<file path="config.mk">
export PLATFORM = sky130hd
export DESIGN_NAME = fifo_bank_top
export DESIGN_NICKNAME = d
export VERILOG_FILES = /design/src/fifo_pkg.sv /design/src/fifo_apb_regs.sv /design/src/fifo_asym_ram.sv /design/src/fifo_bank_top.sv /design/src/fifo_drain_arb.sv /design/src/fifo_sync.sv
export VERILOG_INCLUDE_DIRS = /design/src
export SDC_FILE = /design/constraint.sdc
export NUM_CORES = 1
export LEC_CHECK = 0
export ABC_CLOCK_PERIOD_IN_PS = 8300
export CAP_MARGIN = 15
export CORE_UTILIZATION = 55
export DETAILED_ROUTE_END_ITERATION = 8
export DONT_BUFFER_PORTS = 1
export PLACE_DENSITY = 0.7
export SYNTH_ARGS = -nofsm -noshare
export SYNTH_HDL_FRONTEND = slang
export SYNTH_SLANG_ARGS = --single-unit
</file>
<file path="constraint.sdc">
create_clock -name clk_i -period 8.3 [get_ports clk_i]
set_input_delay 1.66 -clock clk_i [delete_from_list [all_inputs] [get_ports clk_i]]
set_output_delay 1.66 -clock clk_i [all_outputs]
set_load 0.02 [all_outputs]
</file>
<file path="src/fifo_macros.svh">
`ifndef FIFO_MACROS_SVH
`define FIFO_MACROS_SVH

// channel count
`define FIFO_N_CH           4

// narrow write side, wide read side
`define FIFO_W_DATA_W       8
`define FIFO_R_DATA_W       32
`define FIFO_RATIO          4

// byte address, 16 bytes per channel
`define FIFO_ADDR_W         4

// APB register map
`define FIFO_APB_ADDR_W     8
`define FIFO_CH_STRIDE      4
`define FIFO_STAT_EMPTY_BIT 8
`define FIFO_STAT_FULL_BIT  9

`endif

</file>
<file path="src/fifo_pkg.sv">
`default_nettype none
`include "fifo_macros.svh"

package fifo_pkg;

   typedef logic [`FIFO_W_DATA_W-1:0] byte_t;
   typedef logic [`FIFO_R_DATA_W-1:0] word_t;

   typedef logic [$clog2(`FIFO_N_CH)-1:0] ch_idx_t;

   // one extra bit so a full channel can report 16
   typedef logic [`FIFO_ADDR_W:0] level_t;

   // byte address on the write side, word address on the read side
   typedef logic [`FIFO_ADDR_W-1:0] wptr_t;
   typedef logic [`FIFO_ADDR_W-$clog2(`FIFO_RATIO)-1:0] rptr_t;

   typedef logic [`FIFO_RATIO-1:0] lane_en_t;

   typedef enum logic [1:0] {
      DR_IDLE,
      DR_READ,
      DR_HOLD
   } drain_state_t;

endpackage

`default_nettype wire

</file>
<file path="src/fifo_apb_regs.sv">
`timescale 1ns/1ps
`default_nettype none
`include "fifo_macros.svh"

module fifo_apb_regs
   import fifo_pkg::*;
(
   input  wire logic                         clk_i,
   input  wire logic                         rst_i,

   // APB slave
   input  wire logic                         psel_i,
   input  wire logic                         penable_i,
   input  wire logic                         pwrite_i,
   input  wire logic [`FIFO_APB_ADDR_W-1:0]  paddr_i,
   input  wire word_t                        pwdata_i,
   output word_t                             prdata_o,
   output logic                              pready_o,
   output logic                              pslverr_o,

   // channel status
   input  wire logic [`FIFO_N_CH-1:0]        ch_full_i,
   input  wire logic [`FIFO_N_CH-1:0]        ch_empty_i,
   input  wire level_t [`FIFO_N_CH-1:0]      ch_level_i,

   // push to the channels
   output logic [`FIFO_N_CH-1:0]             push_o,
   output byte_t                             push_data_o
);

   localparam int STRIDE_LSB = $clog2(`FIFO_CH_STRIDE);
   localparam int MAP_BYTES  = `FIFO_N_CH * `FIFO_CH_STRIDE;

   logic    setup;
   logic    access;
   logic    addr_ok;
   ch_idx_t addr_ch;
   logic    dec_ok_q;
   ch_idx_t dec_ch_q;
   logic    ch_full;
   logic    wr_ok;

   assign setup  = psel_i & ~penable_i;
   assign access = psel_i & penable_i;

   // word aligned and inside the channel block
   assign addr_ok = (paddr_i[STRIDE_LSB-1:0] == '0) && (int'(paddr_i) < MAP_BYTES);
   assign addr_ch = ch_idx_t'(paddr_i >> STRIDE_LSB);

   // paddr is stable from setup to access, so decode it one cycle early
   always_ff @(posedge clk_i) begin
      if (rst_i) begin
         dec_ok_q <= 1'b0;
         dec_ch_q <= '0;
      end else if (setup) begin
         dec_ok_q <= addr_ok;
         dec_ch_q <= addr_ch;
      end
   end

   assign ch_full = ch_full_i[dec_ch_q];
   assign wr_ok   = access & pwrite_i & dec_ok_q & ~ch_full;

   // no wait states
   assign pready_o  = access;
   assign pslverr_o = access & (~dec_ok_q | (pwrite_i & ch_full));

   assign push_data_o = pwdata_i[`FIFO_W_DATA_W-1:0];

   always_comb begin
      push_o           = '0;
      push_o[dec_ch_q] = wr_ok;
   end

   // status word of the addressed channel
   always_comb begin
      prdata_o = '0;
      if (access && !pwrite_i && dec_ok_q) begin
         prdata_o[`FIFO_ADDR_W:0]       = ch_level_i[dec_ch_q];
         prdata_o[`FIFO_STAT_EMPTY_BIT] = ch_empty_i[dec_ch_q];
         prdata_o[`FIFO_STAT_FULL_BIT]  = ch_full;
      end
   end

endmodule

`default_nettype wire

</file>
<file path="src/fifo_asym_ram.sv">
`timescale 1ns/1ps
`default_nettype none
`include "fifo_macros.svh"

module fifo_asym_ram
   import fifo_pkg::*;
(
   input  wire logic  clk_i,

   // byte write port
   input  wire logic  w_en_i,
   input  wire wptr_t w_addr_i,
   input  wire byte_t w_data_i,

   // word read port
   input  wire logic  r_en_i,
   input  wire rptr_t r_addr_i,
   output word_t      r_data_o
);

   localparam int LANE_W = $clog2(`FIFO_RATIO);
   localparam int ROWS   = 1 << (`FIFO_ADDR_W - LANE_W);

   word_t             mem [ROWS];
   logic [LANE_W-1:0] w_lane;
   rptr_t             w_row;
   lane_en_t          lane_en;
   word_t             r_data_q;

   // low address bits pick the lane, upper bits the row
   assign w_lane = w_addr_i[LANE_W-1:0];
   assign w_row  = w_addr_i[`FIFO_ADDR_W-1:LANE_W];

   always_comb begin
      lane_en         = '0;
      lane_en[w_lane] = w_en_i;
   end

   always_ff @(posedge clk_i) begin
      for (int i = 0; i < `FIFO_RATIO; i++) begin
         if (lane_en[i]) begin
            mem[w_row][i*`FIFO_W_DATA_W +: `FIFO_W_DATA_W] <= w_data_i;
         end
      end
   end

   // whole row out, one cycle after the read enable
   always_ff @(posedge clk_i) begin
      if (r_en_i) begin
         r_data_q <= mem[r_addr_i];
      end
   end

   assign r_data_o = r_data_q;

endmodule

`default_nettype wire

</file>
<file path="src/fifo_bank_top.sv">
`timescale 1ns/1ps
`default_nettype none
`include "fifo_macros.svh"

module fifo_bank_top
   import fifo_pkg::*;
(
   input  wire logic                         clk_i,
   input  wire logic                         rst_i,

   // APB slave
   input  wire logic                         psel_i,
   input  wire logic                         penable_i,
   input  wire logic                         pwrite_i,
   input  wire logic [`FIFO_APB_ADDR_W-1:0]  paddr_i,
   input  wire word_t                        pwdata_i,
   output word_t                             prdata_o,
   output logic                              pready_o,
   output logic                              pslverr_o,

   // output stream
   output logic                              out_valid_o,
   output word_t                             out_data_o,
   output ch_idx_t                           out_ch_o,
   input  wire logic                         out_ready_i
);

   logic [`FIFO_N_CH-1:0]   push;
   byte_t                   push_data;
   logic [`FIFO_N_CH-1:0]   pop;
   logic [`FIFO_N_CH-1:0]   ch_empty;
   logic [`FIFO_N_CH-1:0]   ch_full;
   level_t [`FIFO_N_CH-1:0] ch_level;
   word_t [`FIFO_N_CH-1:0]  ch_rdata;

   fifo_apb_regs apb_regs_inst (
      .clk_i       (clk_i),
      .rst_i       (rst_i),
      .psel_i      (psel_i),
      .penable_i   (penable_i),
      .pwrite_i    (pwrite_i),
      .paddr_i     (paddr_i),
      .pwdata_i    (pwdata_i),
      .prdata_o    (prdata_o),
      .pready_o    (pready_o),
      .pslverr_o   (pslverr_o),
      .ch_full_i   (ch_full),
      .ch_empty_i  (ch_empty),
      .ch_level_i  (ch_level),
      .push_o      (push),
      .push_data_o (push_data)
   );

   // one byte-in, word-out buffer per channel
   for (genvar c = 0; c < `FIFO_N_CH; c++) begin : g_ch
      fifo_sync fifo_sync_inst (
         .clk_i     (clk_i),
         .rst_i     (rst_i),
         .w_en_i    (push[c]),
         .w_data_i  (push_data),
         .w_full_o  (ch_full[c]),
         .r_en_i    (pop[c]),
         .r_data_o  (ch_rdata[c]),
         .r_empty_o (ch_empty[c]),
         .level_o   (ch_level[c])
      );
   end

   fifo_drain_arb drain_arb_inst (
      .clk_i       (clk_i),
      .rst_i       (rst_i),
      .ch_empty_i  (ch_empty),
      .ch_rdata_i  (ch_rdata),
      .pop_o       (pop),
      .out_valid_o (out_valid_o),
      .out_data_o  (out_data_o),
      .out_ch_o    (out_ch_o),
      .out_ready_i (out_ready_i)
   );

endmodule

`default_nettype wire

</file>
<file path="src/fifo_drain_arb.sv">
`timescale 1ns/1ps
`default_nettype none
`include "fifo_macros.svh"

module fifo_drain_arb
   import fifo_pkg::*;
(
   input  wire logic                    clk_i,
   input  wire logic                    rst_i,

   // channel side
   input  wire logic [`FIFO_N_CH-1:0]   ch_empty_i,
   input  wire word_t [`FIFO_N_CH-1:0]  ch_rdata_i,
   output logic [`FIFO_N_CH-1:0]        pop_o,

   // output stream
   output logic                         out_valid_o,
   output word_t                        out_data_o,
   output ch_idx_t                      out_ch_o,
   input  wire logic                    out_ready_i
);

   drain_state_t state_q;
   ch_idx_t      last_q;
   ch_idx_t      pick;
   logic         found;
   word_t        data_q;

   // round-robin search from the channel after the last one served
   always_comb begin
      ch_idx_t cand;
      pick  = last_q;
      found = 1'b0;
      for (int i = 1; i <= `FIFO_N_CH; i++) begin
         cand = ch_idx_t'((int'(last_q) + i) % `FIFO_N_CH);
         if (!found && !ch_empty_i[cand]) begin
            pick  = cand;
            found = 1'b1;
         end
      end
   end

   always_comb begin
      pop_o = '0;
      if (state_q == DR_IDLE) begin
         pop_o[pick] = found;
      end
   end

   always_ff @(posedge clk_i) begin
      if (rst_i) begin
         state_q <= DR_IDLE;
         // first search then starts at channel 0
         last_q  <= ch_idx_t'(`FIFO_N_CH - 1);
      end else begin
         case (state_q)
            DR_IDLE: begin
               if (found) begin
                  last_q  <= pick;
                  state_q <= DR_READ;
               end
            end
            DR_READ: begin
               state_q <= DR_HOLD;
            end
            DR_HOLD: begin
               if (out_ready_i) begin
                  state_q <= DR_IDLE;
               end
            end
            default: begin
               state_q <= DR_IDLE;
            end
         endcase
      end
   end

   // word arrives one cycle after the pop
   always_ff @(posedge clk_i) begin
      if (state_q == DR_READ) begin
         data_q <= ch_rdata_i[last_q];
      end
   end

   assign out_valid_o = (state_q == DR_HOLD);
   assign out_data_o  = data_q;
   assign out_ch_o    = last_q;

endmodule

`default_nettype wire

</file>
<file path="src/fifo_sync.sv">
`timescale 1ns/1ps
`default_nettype none
`include "fifo_macros.svh"

module fifo_sync
   import fifo_pkg::*;
(
   input  wire logic  clk_i,
   input  wire logic  rst_i,

   // write port, one byte
   input  wire logic  w_en_i,
   input  wire byte_t w_data_i,
   output logic       w_full_o,

   // read port, one word
   input  wire logic  r_en_i,
   output word_t      r_data_o,
   output logic       r_empty_o,

   output level_t     level_o
);

   localparam level_t W_INCR     = level_t'(1);
   localparam level_t R_INCR     = level_t'(`FIFO_RATIO);
   localparam level_t FULL_LIMIT = level_t'((1 << `FIFO_ADDR_W) - 1);

   logic   w_en_int;
   logic   r_en_int;
   wptr_t  w_addr_q;
   rptr_t  r_addr_q;
   level_t level_q;
   level_t level_nxt;
   logic   empty_nxt;
   logic   full_nxt;

   // no write when full, no read when less than a word is stored
   assign w_en_int = w_en_i & ~w_full_o;
   assign r_en_int = r_en_i & ~r_empty_o;

   always_ff @(posedge clk_i) begin
      if (rst_i) begin
         w_addr_q <= '0;
         r_addr_q <= '0;
      end else begin
         if (w_en_int) begin
            w_addr_q <= w_addr_q + wptr_t'(1);
         end
         if (r_en_int) begin
            r_addr_q <= r_addr_q + rptr_t'(1);
         end
      end
   end

   // level in bytes
   always_comb begin
      level_nxt = level_q;
      if (w_en_int) begin
         level_nxt = level_nxt + W_INCR;
      end
      if (r_en_int) begin
         level_nxt = level_nxt - R_INCR;
      end
   end

   assign empty_nxt = level_nxt < R_INCR;
   assign full_nxt  = level_nxt > FULL_LIMIT;

   always_ff @(posedge clk_i) begin
      if (rst_i) begin
         level_q   <= '0;
         r_empty_o <= 1'b1;
         w_full_o  <= 1'b0;
      end else begin
         level_q   <= level_nxt;
         r_empty_o <= empty_nxt;
         w_full_o  <= full_nxt;
      end
   end

   assign level_o = level_q;

   fifo_asym_ram ram_inst (
      .clk_i    (clk_i),
      .w_en_i   (w_en_int),
      .w_addr_i (w_addr_q),
      .w_data_i (w_data_i),
      .r_en_i   (r_en_int),
      .r_addr_i (r_addr_q),
      .r_data_o (r_data_o)
   );

endmodule

`default_nettype wire

</file>
# == After elaboration in Yosys (flattened, before gate mapping) ==
# Memories as Yosys holds them, arrays and structs flattened. A register that Yosys moved wholly into a read port is not among the register bits.
# Cells that the tools add are included.
# op_classes
addsub,20
magnitude_cmp,26
eq_ne,4
muxes,82
bitwise_logic,33
n_reduce_logical,22
# ops
cell,count
32-bit binary-select mux with 2-bit select,1
5-bit 2-to-1 mux,10
1-bit 2-to-1 mux,48
"2-bit by 3-bit < comparator with 1-bit output, second input constant",11
32-bit 2-to-1 mux,1
4-bit bitwise AND,6
"5-bit by 1-bit adder with 5-bit output, second input constant",4
"5-bit by 4-bit greater-than comparator with 1-bit output, second input constant",4
"5-bit by 3-bit < comparator with 1-bit output, second input constant",4
"5-bit by 3-bit subtractor with 5-bit output, second input constant",4
"4-bit by 1-bit adder with 4-bit output, second input constant",4
1-bit bitwise AND,15
2-bit 2-to-1 mux,7
"2-bit by 1-bit adder with 2-bit output, second input constant",6
1-bit binary-select mux with 2-bit select,6
1-bit demux with 2-bit select,6
"2-bit by 1-bit greater-or-equal comparator with 1-bit output, second input constant",6
1-bit logical AND,12
1-bit NOT,11
5-bit binary-select mux with 2-bit select,1
"8-bit by 5-bit < comparator with 1-bit output, second input constant",1
1-bit logical NOT,6
2-bit one-hot mux with 3 select lines,1
"2-bit adder, second input constant",2
other kinds (7),10
# word_totals
regBits,91
mem_bits_rw,512
input_bits,46
elab_cells,216
mem_count,4
# mem_list
memory,words,width,read_ports,rd_ports_with_merged_regs,write_ports,line_no,rtl
g_ch[0].fifo_sync_inst.ram_inst.mem,4,32,1,1,1,fifo_asym_ram.sv:24,word_t mem [ROWS];
g_ch[1].fifo_sync_inst.ram_inst.mem,4,32,1,1,1,fifo_asym_ram.sv:24,
g_ch[2].fifo_sync_inst.ram_inst.mem,4,32,1,1,1,fifo_asym_ram.sv:24,
g_ch[3].fifo_sync_inst.ram_inst.mem,4,32,1,1,1,fifo_asym_ram.sv:24,

# == Longest topological paths before layout ==
# Gate-level depths: netlist of the first run.
# depth
depth_word,21
mapped_depth,11
mapped_depth_nobuf,11

# == Modules after synthesis ==
# A second synthesis of the first run with hierarchy kept.
# hier_totals
cells_unflattened,1322
hier_area_um2,28069.4
# by_module_without_submodules
module,instances,cells_per_inst,area_per_inst_um2,seq_area_each_um2
fifo_asym_ram,4,222,5729.2,4804.6
fifo_sync,4,62,610.6,260.2
fifo_drain_arb,1,110,2043.2,1041.0
fifo_apb_regs,1,76,666.9,60.1

# == Least setup slack after synthesis of the first run ==
# No wires, ideal clock.
# synth_timing
kind,input to output
start,in penable_i
end,out prdata_o[0]
arrival_ns,2.486
setup_slack_ns,4.154
path_stages,3
path_buffers,0
cell_sequence,and2_1 nand3b_1 nor2b_1
# synth_between
elab_chain_cells,4
# synth_rtl
element,line_no,rtl
start: declaration,fifo_bank_top.sv:13,"input wire logic penable_i,"
1-bit bitwise AND,fifo_apb_regs.sv:44,assign access = psel_i & penable_i;
1-bit logical AND (2 in a row),fifo_apb_regs.sv:78,if (access && !pwrite_i && dec_ok_q) begin
5-bit 2-to-1 mux,fifo_apb_regs.sv:78,
end: declaration,fifo_bank_top.sv:17,"output word_t prdata_o,"
# No other way between the ends.

# == Worst setup path in the final report of the first run ==
# layout_timing
start,in penable_i
end,out prdata_o[4]
# The elaborated chain is that of the path after synthesis.

==> run_results.csv, run 1 <==
group,metric,value,unit
final_layout,fin_nets,1460,
power_and_ir_drop,ir_drop,0.166,mV
synthesis,ys_types,60,
die,core_area,50200,µm²
synthesis,synth_warnings,0,
clocking,worstSkewPairLatency,610,ps
clocking,clk_pin_slew_worst_paths,60,ps
routing,drc,0,
clocking,post-cts-setup-buffer-count,0,
final_layout,finalNonFillerCells,2121,
sta,worst_slack,3950,ps
sta,fin_crit_sh,52.4,%
routing,ant_nets,0,
sta,drv_slew,0,
setup_path,crit_required,6640,ps
final_layout,drive_gt1_share,21.7,%
global_routing,first_global_vias,12700,
power_and_ir_drop,leakage,9.70,nW
power_and_ir_drop,clockPowerShare,41.2,%
global_routing,grt_util_all_layers,22.2,%
global_routing,grt_overflow,0,
global_routing,grt_antenna_before_repair,1,
place,placed_cells,1986,
synthesis,ys_seq_area_share,76.3,%
sta,final.setup_skew,26.0,ps
global_routing,grt_first_pass_wirelength,82.2,mm
synthesis,synth_area,28000,µm²
power_and_ir_drop,p_switching,1.77,mW
die,start_util,55.8,%
power_and_ir_drop,swShare,21.6,%
clocking,postCtsHoldBufs,0,
clocking,cts_root_buf,"clkbuf_16",
die,fp.dieH,228,µm
routing,vias_per_cell,6.01,
synthesis,synth_common_cells,"edfxtp_1 (672), mux4_2 (166), dfxtp_1 (59)",
setup_path,cp.arrival,2690,ps
synthesis,yosys_most_used_dff,"edfxtp_1",
synthesis,ys_async_sr_fraction,0,%
synthesis,synth_most_common_cell,"edfxtp_1",
die,ios,115,
sta,fmax,0.230,GHz
routing,drt_pass1_iterations,5,
global_routing,grt_max_degree,65,
clocking,clock-sinks,731,
place,pre_cts_ws,3670,ps
routing,wire_per_inst,26.0,µm
setup_path,crit_type,"in2out",
outcome,status,"finished, final reports clean",
clocking,cts_tree,"done",
power_and_ir_drop,seq_power_share,52.8,%
synthesis,synth-seq-cells,731,
setup_path,worstPathMaxFanout,7,
setup_path,critPathLaunchType,"primary input",
power_and_ir_drop,p_int,6.40,mW
sta,tns,0,ps
synthesis,synth_edf_count,672,
sta,worst_slew_pin_slew,934,ps
routing,num_vias,12800,
final_layout,fill_cells,3304,
sta,finalCriticalPeriod,4350,ps
power_and_ir_drop,power_density,262,nW/µm²
hold_path,min_path_type,"reg2reg",
sta,finalHoldViolCount,0,
clocking,cts_inserted_buffers,72,
place,port_buffers,0,
final_layout,syn2layout_area_growth,11.1,%
synthesis,synth_area_leaders,"edfxtp_1 (72%), mux4_2 (13%), dfxtp_1 (4.2%)",
synthesis,syn_avg_cell_area,20.6,µm²
clocking,cts_buffer_depth,3,
flow_run,maxCapViolCount,0,
place,place_hpwl,32.1,mm
synthesis,synthCells,1361,
clocking,h-tree-depth,3,
routing,first_iter_violations,1256,
synthesis,yosysTopAreaCell,"edfxtp_1",
die,die_area,51800,µm²
clocking,cts_resized,0,
die,rows,82,
setup_path,worstSetupEndpointType,"output pin",
synthesis,yosysTopAreaCellShare,72.1,%
sta,maxSlewHeadroom,37.5,%
final_layout,post-route-util,62.0,%
place,place.gp.congestion,0.844,
routing,routed_wl,55.2,mm
sta,rsz0062_at_grt,"no",
sta,final-setup-viol-count,0,
die,dieWidth,228,µm
power_and_ir_drop,pwr-share-comb,6.0,%
metal layers:
metal	vias to the layer above	GRT usage (%)	routed length, µm
met4	0	6.58	1070
met2	428	33.5	26200
met3	76	3.98	3820
li1	5526	-	-
met1	6722	33.5	24100
met5	-	0	0
placed cells by master, fill, tap and decap left out, drive strengths merged, types with 24 or more instances in the layout:
cell    synthesis  layout
edfxtp        672     672
conb            1      25
and2           39      39
dfxtp          59      59
clkinv          0      31
nor2           53      53
ha             24      24
nand2          24      24
inv            23      26
clkbuf         34      84
mux4          167     167
layout make-up:
| class | instances | area, µm² | share of cell area (%) |
|---|---|---|---|
| Multi-Input combinational cell | 542 | 6200 | 19.9 |
| Sequential cell | 731 | 21400 | 68.7 |
| Timing Repair Buffer | 20 | 145 | 0.467 |
| Tap cell | 672 | 841 | 2.70 |
| Inverter | 23 | 86.3 | 0.278 |
| Antenna cell | 1 | 2.50 | 0.00805 |
| Clock buffer | 84 | 1900 | 6.10 |
| Clock inverter | 48 | 563 | 1.81 |
metrics by stage:
step / hold slack, ps / total power, mW / cell area [µm²]
final: 487 / 8.16 / 31100
after CTS: 484 / 8.22 / 31100
after global routing: 525 / 8.40 / 31100
after global placement: 461 / 4.87 / 28600
after floorplan: 459 / 4.72 / 28100
after detailed placement: 478 / 4.88 / 28600
sequential cells by signal, indices dropped and copies added (netlist names):
register                               count
g_ch.fifo_sync_inst.w_full_o               4
drain_arb_inst.out_ch_o                    2
apb_regs_inst.dec_ch_q                     2
g_ch.fifo_sync_inst.ram_inst.mem         512
apb_regs_inst.dec_ok_q                     1
g_ch.fifo_sync_inst.w_addr_q              16
g_ch.fifo_sync_inst.r_addr_q               8
g_ch.fifo_sync_inst.ram_inst.r_data_o    128
g_ch.fifo_sync_inst.level_o               20
drain_arb_inst.state_q                     2
drain_arb_inst.out_data_o                 32
g_ch.fifo_sync_inst.r_empty_o              4
power groups by stage:
stage          Clock, mW  Combinational (mW)  Sequential (mW)
4_1_cts             3.41               0.500             4.31
2_1_floorplan          0               0.404             4.31
3_3_place_gp           0               0.487             4.38
3_5_place_dp           0               0.497             4.38
5_1_grt             3.55               0.528             4.31
6_report            3.37               0.489             4.31
cells by family (layout without fill, tap and decap cells):
kind of cell	after synthesis	count (layout)	synth area share, %
xor gates and xnor gates	32	32	1.00
other	1	26	0.0134
adders and majority gates	24	24	1.07
buffers and inverters	112	175	1.96
DFF	731	731	76.3
AOI/OAI and AO/OA	67	67	1.68
muxes	172	172	13.6
and+or+nand+nor	222	222	4.34
worst max-delay path, cell delays in order:
cell,delay [ps]
and2_1,250
nand3b_1,270
nor2b_1,500
worst paths after layout:
check                                          start                                         end  slack, ps  depth (start not counted)
hold / removal    g_ch[0].fifo_sync_inst.r_addr_q[1]          g_ch[0].fifo_sync_inst.r_addr_q[1]        490                          2
setup / recovery                           penable_i                                 prdata_o[4]       3950                          3
setup reg to reg           apb_regs_inst.dec_ch_q[0]  g_ch[3].fifo_sync_inst.ram_inst.mem[2][24]       4970                          4
hold reg to reg   g_ch[0].fifo_sync_inst.r_addr_q[1]          g_ch[0].fifo_sync_inst.r_addr_q[1]        490                          2
No activity file was read; power rests on OpenSTA's default activity.
==> run 2, diff against run 1 <==
--- a/config.mk
+++ b/config.mk
@@ -6,7 +6,8 @@
 export SDC_FILE = /design/constraint.sdc
 export NUM_CORES = 1
 export LEC_CHECK = 0
-export ABC_CLOCK_PERIOD_IN_PS = 8300
+export ABC_AREA = 1
+export ABC_CLOCK_PERIOD_IN_PS = 4090
 export CAP_MARGIN = 15
 export CORE_UTILIZATION = 55
 export DETAILED_ROUTE_END_ITERATION = 8
==> constraint.sdc (replaced) <==
create_clock -name clk_i -period 4.09 [get_ports clk_i]
set_input_delay 0.818 -clock clk_i [delete_from_list [all_inputs] [get_ports clk_i]]
set_output_delay 0.818 -clock clk_i [all_outputs]
set_load 0.02 [all_outputs]
==> run 2 against run 1 <==
Critical endpoint unchanged. Die area grew 2.1%. Core utilization fell by 0.46 points. Clock skew about the same.
==> run_results.csv, run 2 <==
group,metric,value,unit
final_layout,fin_nets,2242,
routing,drc,0,
sta,rsz0062_at_grt,"no",
clocking,clock-sinks,731,
final_layout,finalNonFillerCells,2911,
place,placed_cells,2777,
synthesis,synth_area,28600,µm²
setup_path,cp.depth,6,
synthesis,synth_area_leaders,"edfxtp_1 (71%), o21ai_0 (5.0%), nor2_1 (4.7%)",
sta,final.setup_skew,26.2,ps
setup_path,crit_slowest_cell,"dfxtp_1",
power_and_ir_drop,clockPowerShare,33.6,%
routing,num_vias,17300,
die,dieWidth,230,µm
final_layout,syn2layout_area_growth,10.5,%
sta,worst_slew_pin_slew,1050,ps
hold_path,whs_path_depth,1,
routing,first_iter_violations,1863,
power_and_ir_drop,pwr-share-comb,18.0,%
sta,maxSlewHeadroom,29.7,%
sta,fmax,0.315,GHz
synthesis,synth_warnings,0,
final_layout,largest_reg_flops,512,
power_and_ir_drop,seq_power_share,48.4,%
power_and_ir_drop,swShare,29.9,%
place,port_buffers,0,
power_and_ir_drop,p_switching,6.07,mW
sta,fin_crit_sh,77.6,%
final_layout,top_register,"g_ch.fifo_sync_inst.ram_inst.mem",
die,fp.dieH,230,µm
flow_run,maxCapViolCount,0,
synthesis,synth_most_common_cell,"edfxtp_1",
routing,vias_per_cell,5.93,
clocking,postCtsHoldBufs,0,
die,core_area,51300,µm²
power_and_ir_drop,power_density,644,nW/µm²
setup_path,crit_chain,"inv_2 > nor2_1 > inv_1 > o22ai_1 > a221oi_1 > nor2_1",
place,place_hpwl,39.8,mm
power_and_ir_drop,p_int,14.3,mW
synthesis,ys_seq_area_share,74.8,%
die,rows,83,
setup_path,crit_required,3270,ps
sta,finalHoldViolCount,0,
clocking,h-tree-depth,3,
synthesis,syn_avg_cell_area,13.1,µm²
routing,drt_pass1_iterations,6,
clocking,cts_tree,"done",
clocking,cts_inserted_buffers,73,
synthesis,synthCells,2179,
routing,ant_nets,0,
synthesis,synth_common_cells,"edfxtp_1 (672), nor2_1 (361), o21ai_0 (285)",
routing,wire_per_inst,22.9,µm
power_and_ir_drop,ir_drop,0.454,mV
power_and_ir_drop,leakage,10.6,nW
final_layout,drive_gt1_share,9.10,%
setup_path,cp.arrival,2360,ps
synthesis,synth_edf_count,672,
setup_path,worstPathMaxFanout,7,
synthesis,ys_async_sr_fraction,0,%
global_routing,grt_util_all_layers,25.5,%
sta,worst_slack,916,ps
clocking,cts_resized,0,
setup_path,r2r_end,"g_ch[0].fifo_sync_inst.ram_inst.r_data_o[2]",
clocking,cts_buffer_depth,3,
place,place.gp.congestion,0.903,
final_layout,final_common_cell,"edfxtp_1",
sta,final-setup-viol-count,0,
synthesis,ys_types,44,
setup_path,crit_family,"simple AND/OR/NAND/NOR gates",
clocking,post-cts-setup-buffer-count,0,
clocking,cts_root_buf,"clkbuf_16",
clocking,worstSkewPairLatency,610,ps
final_layout,n_antenna_cell,0,
global_routing,first_global_vias,16400,
sta,drv_slew,0,
hold_path,min_to,"g_ch[0].fifo_sync_inst.level_o[4]",
power_and_ir_drop,finalPower,20.3,mW
global_routing,grt_antenna_before_repair,3,
global_routing,grt_overflow,0,
synthesis,synth-seq-cells,731,
synthesis,yosysTopAreaCellShare,70.6,%
setup_path,critPathBufInv,2,
routing,routed_wl,66.8,mm
setup_path,timing.rr.start,"drain_arb_inst.out_ch_o[0]",
place,pre_cts_ws,1030,ps
synthesis,yosysTopAreaCell,"edfxtp_1",
setup_path,worstSetupEndpointType,"output pin",
synthesis,yosys_most_used_dff,"edfxtp_1",
clocking,clk_pin_slew_worst_paths,60,ps
setup_path,r2r_cells,12,
final_layout,post-route-util,61.5,%
setup_path,cpMostUsedCell,"nor2_1",
setup_path,crit_type,"reg2out",
hold_path,hp-start,"rst_i",
hold_path,min_path_type,"in2reg",
setup_path,r2r_setup_slack,1270,ps
die,die_area,52900,µm²
setup_path,cp_slowest_stage_delay,460,ps
outcome,status,"finished, final reports clean",
global_routing,grt_max_degree,67,
sta,tns,0,ps
die,ios,115,
global_routing,grt_first_pass_wirelength,99.3,mm
final_layout,most-common-layout-cells,"edfxtp_1 (672), nor2_1 (361), o21ai_0 (285)",
setup_path,critPathLaunchType,"flop",
die,start_util,55.7,%
final_layout,fill_cells,3859,
sta,finalCriticalPeriod,3170,ps
[run 2: cell types whose count changed in the layout (fill, tap and decap cells not counted), sizes merged, moves of 16 or more]
cell   before  now
nand2      24  174
o22ai       1  131
nor2       53  374
and2       39    0
xnor2      19    3
nand3      16  137
o21ai      10  293
nor3       21    3
a22oi       0   32
inv        26   80
mux4      167    0
[run 2: metrics by stage]
step / instance area (µm²) / hold slack [ps]
2_1_floorplan: 28700 / 456
3_3_place_gp: 29100 / 481
3_5_place_dp: 29100 / 497
4_1_cts: 31600 / 261
5_1_grt: 31600 / 261
6_report: 31600 / 290
[run 2: power by group through the flow]
stage                     registers [mW]  clock network, mW  logic [mW]
after floorplan                     9.79                  0        2.38
after global placement              9.99                  0        3.54
after detailed placement            10.0                  0        3.60
after CTS                           9.86               6.91        3.63
after global routing                9.89               7.18        3.96
final                               9.84               6.84        3.65
[run 2: final cells by class]
type,count,area [µm²],area share [%]
Tap cell,680,851,2.70
Clock buffer,97,2000,6.34
Clock inverter,37,453,1.43
Timing Repair Buffer,30,238,0.753
Multi-Input combinational cell,1256,6350,20.1
Sequential cell,731,21400,67.7
Inverter,80,313,0.991
[run 2: logic make-up after synthesis]
kind of cell             after synthesis  share of synthesized area [%]
AO/OA/AOI/OAI                        500                           9.84
XOR/XNOR                               9                          0.302
adder cells (fa/ha/maj)               24                           1.05
buffers and inverters                216                           3.35
flip-flops                           731                           74.8
other                                  1                         0.0131
AND/OR/NAND/NOR                      698                           10.7
[run 2: metal layers]
metal / share of wire, % / wire (µm) / global-route usage (%) / up-vias
li1: - / - / - / 7911
met1: 39 / 26200 / 34.0 / 8529
met2: 49 / 32500 / 40.9 / 718
met3: 8.8 / 5860 / 6.36 / 114
met4: 3.1 / 2040 / 8.46 / 4
met5: 0.17 / 115 / 1.47 / -
[run 2: worst max path at each step]
stage / from / to / slack [ps]
floorplan: penable_i / prdata_o[2] / 1020
global placement: penable_i / g_ch[1].fifo_sync_inst.ram_inst.mem[2][30] / 1100
detailed placement: penable_i / g_ch[1].fifo_sync_inst.ram_inst.mem[2][25] / 1030
CTS: apb_regs_inst.dec_ch_q[1] / prdata_o[4] / 950
global route: apb_regs_inst.dec_ch_q[1] / prdata_o[4] / 820
finish: apb_regs_inst.dec_ch_q[1] / prdata_o[4] / 920
[run 2: worst reg2reg max path, delay by kind of cell, from the launching register on]
kind                   cells  cell delay (ps)
AND/OR/NAND/NOR           10             1420
buffers and inverters      2              680
flip-flops                 1              420
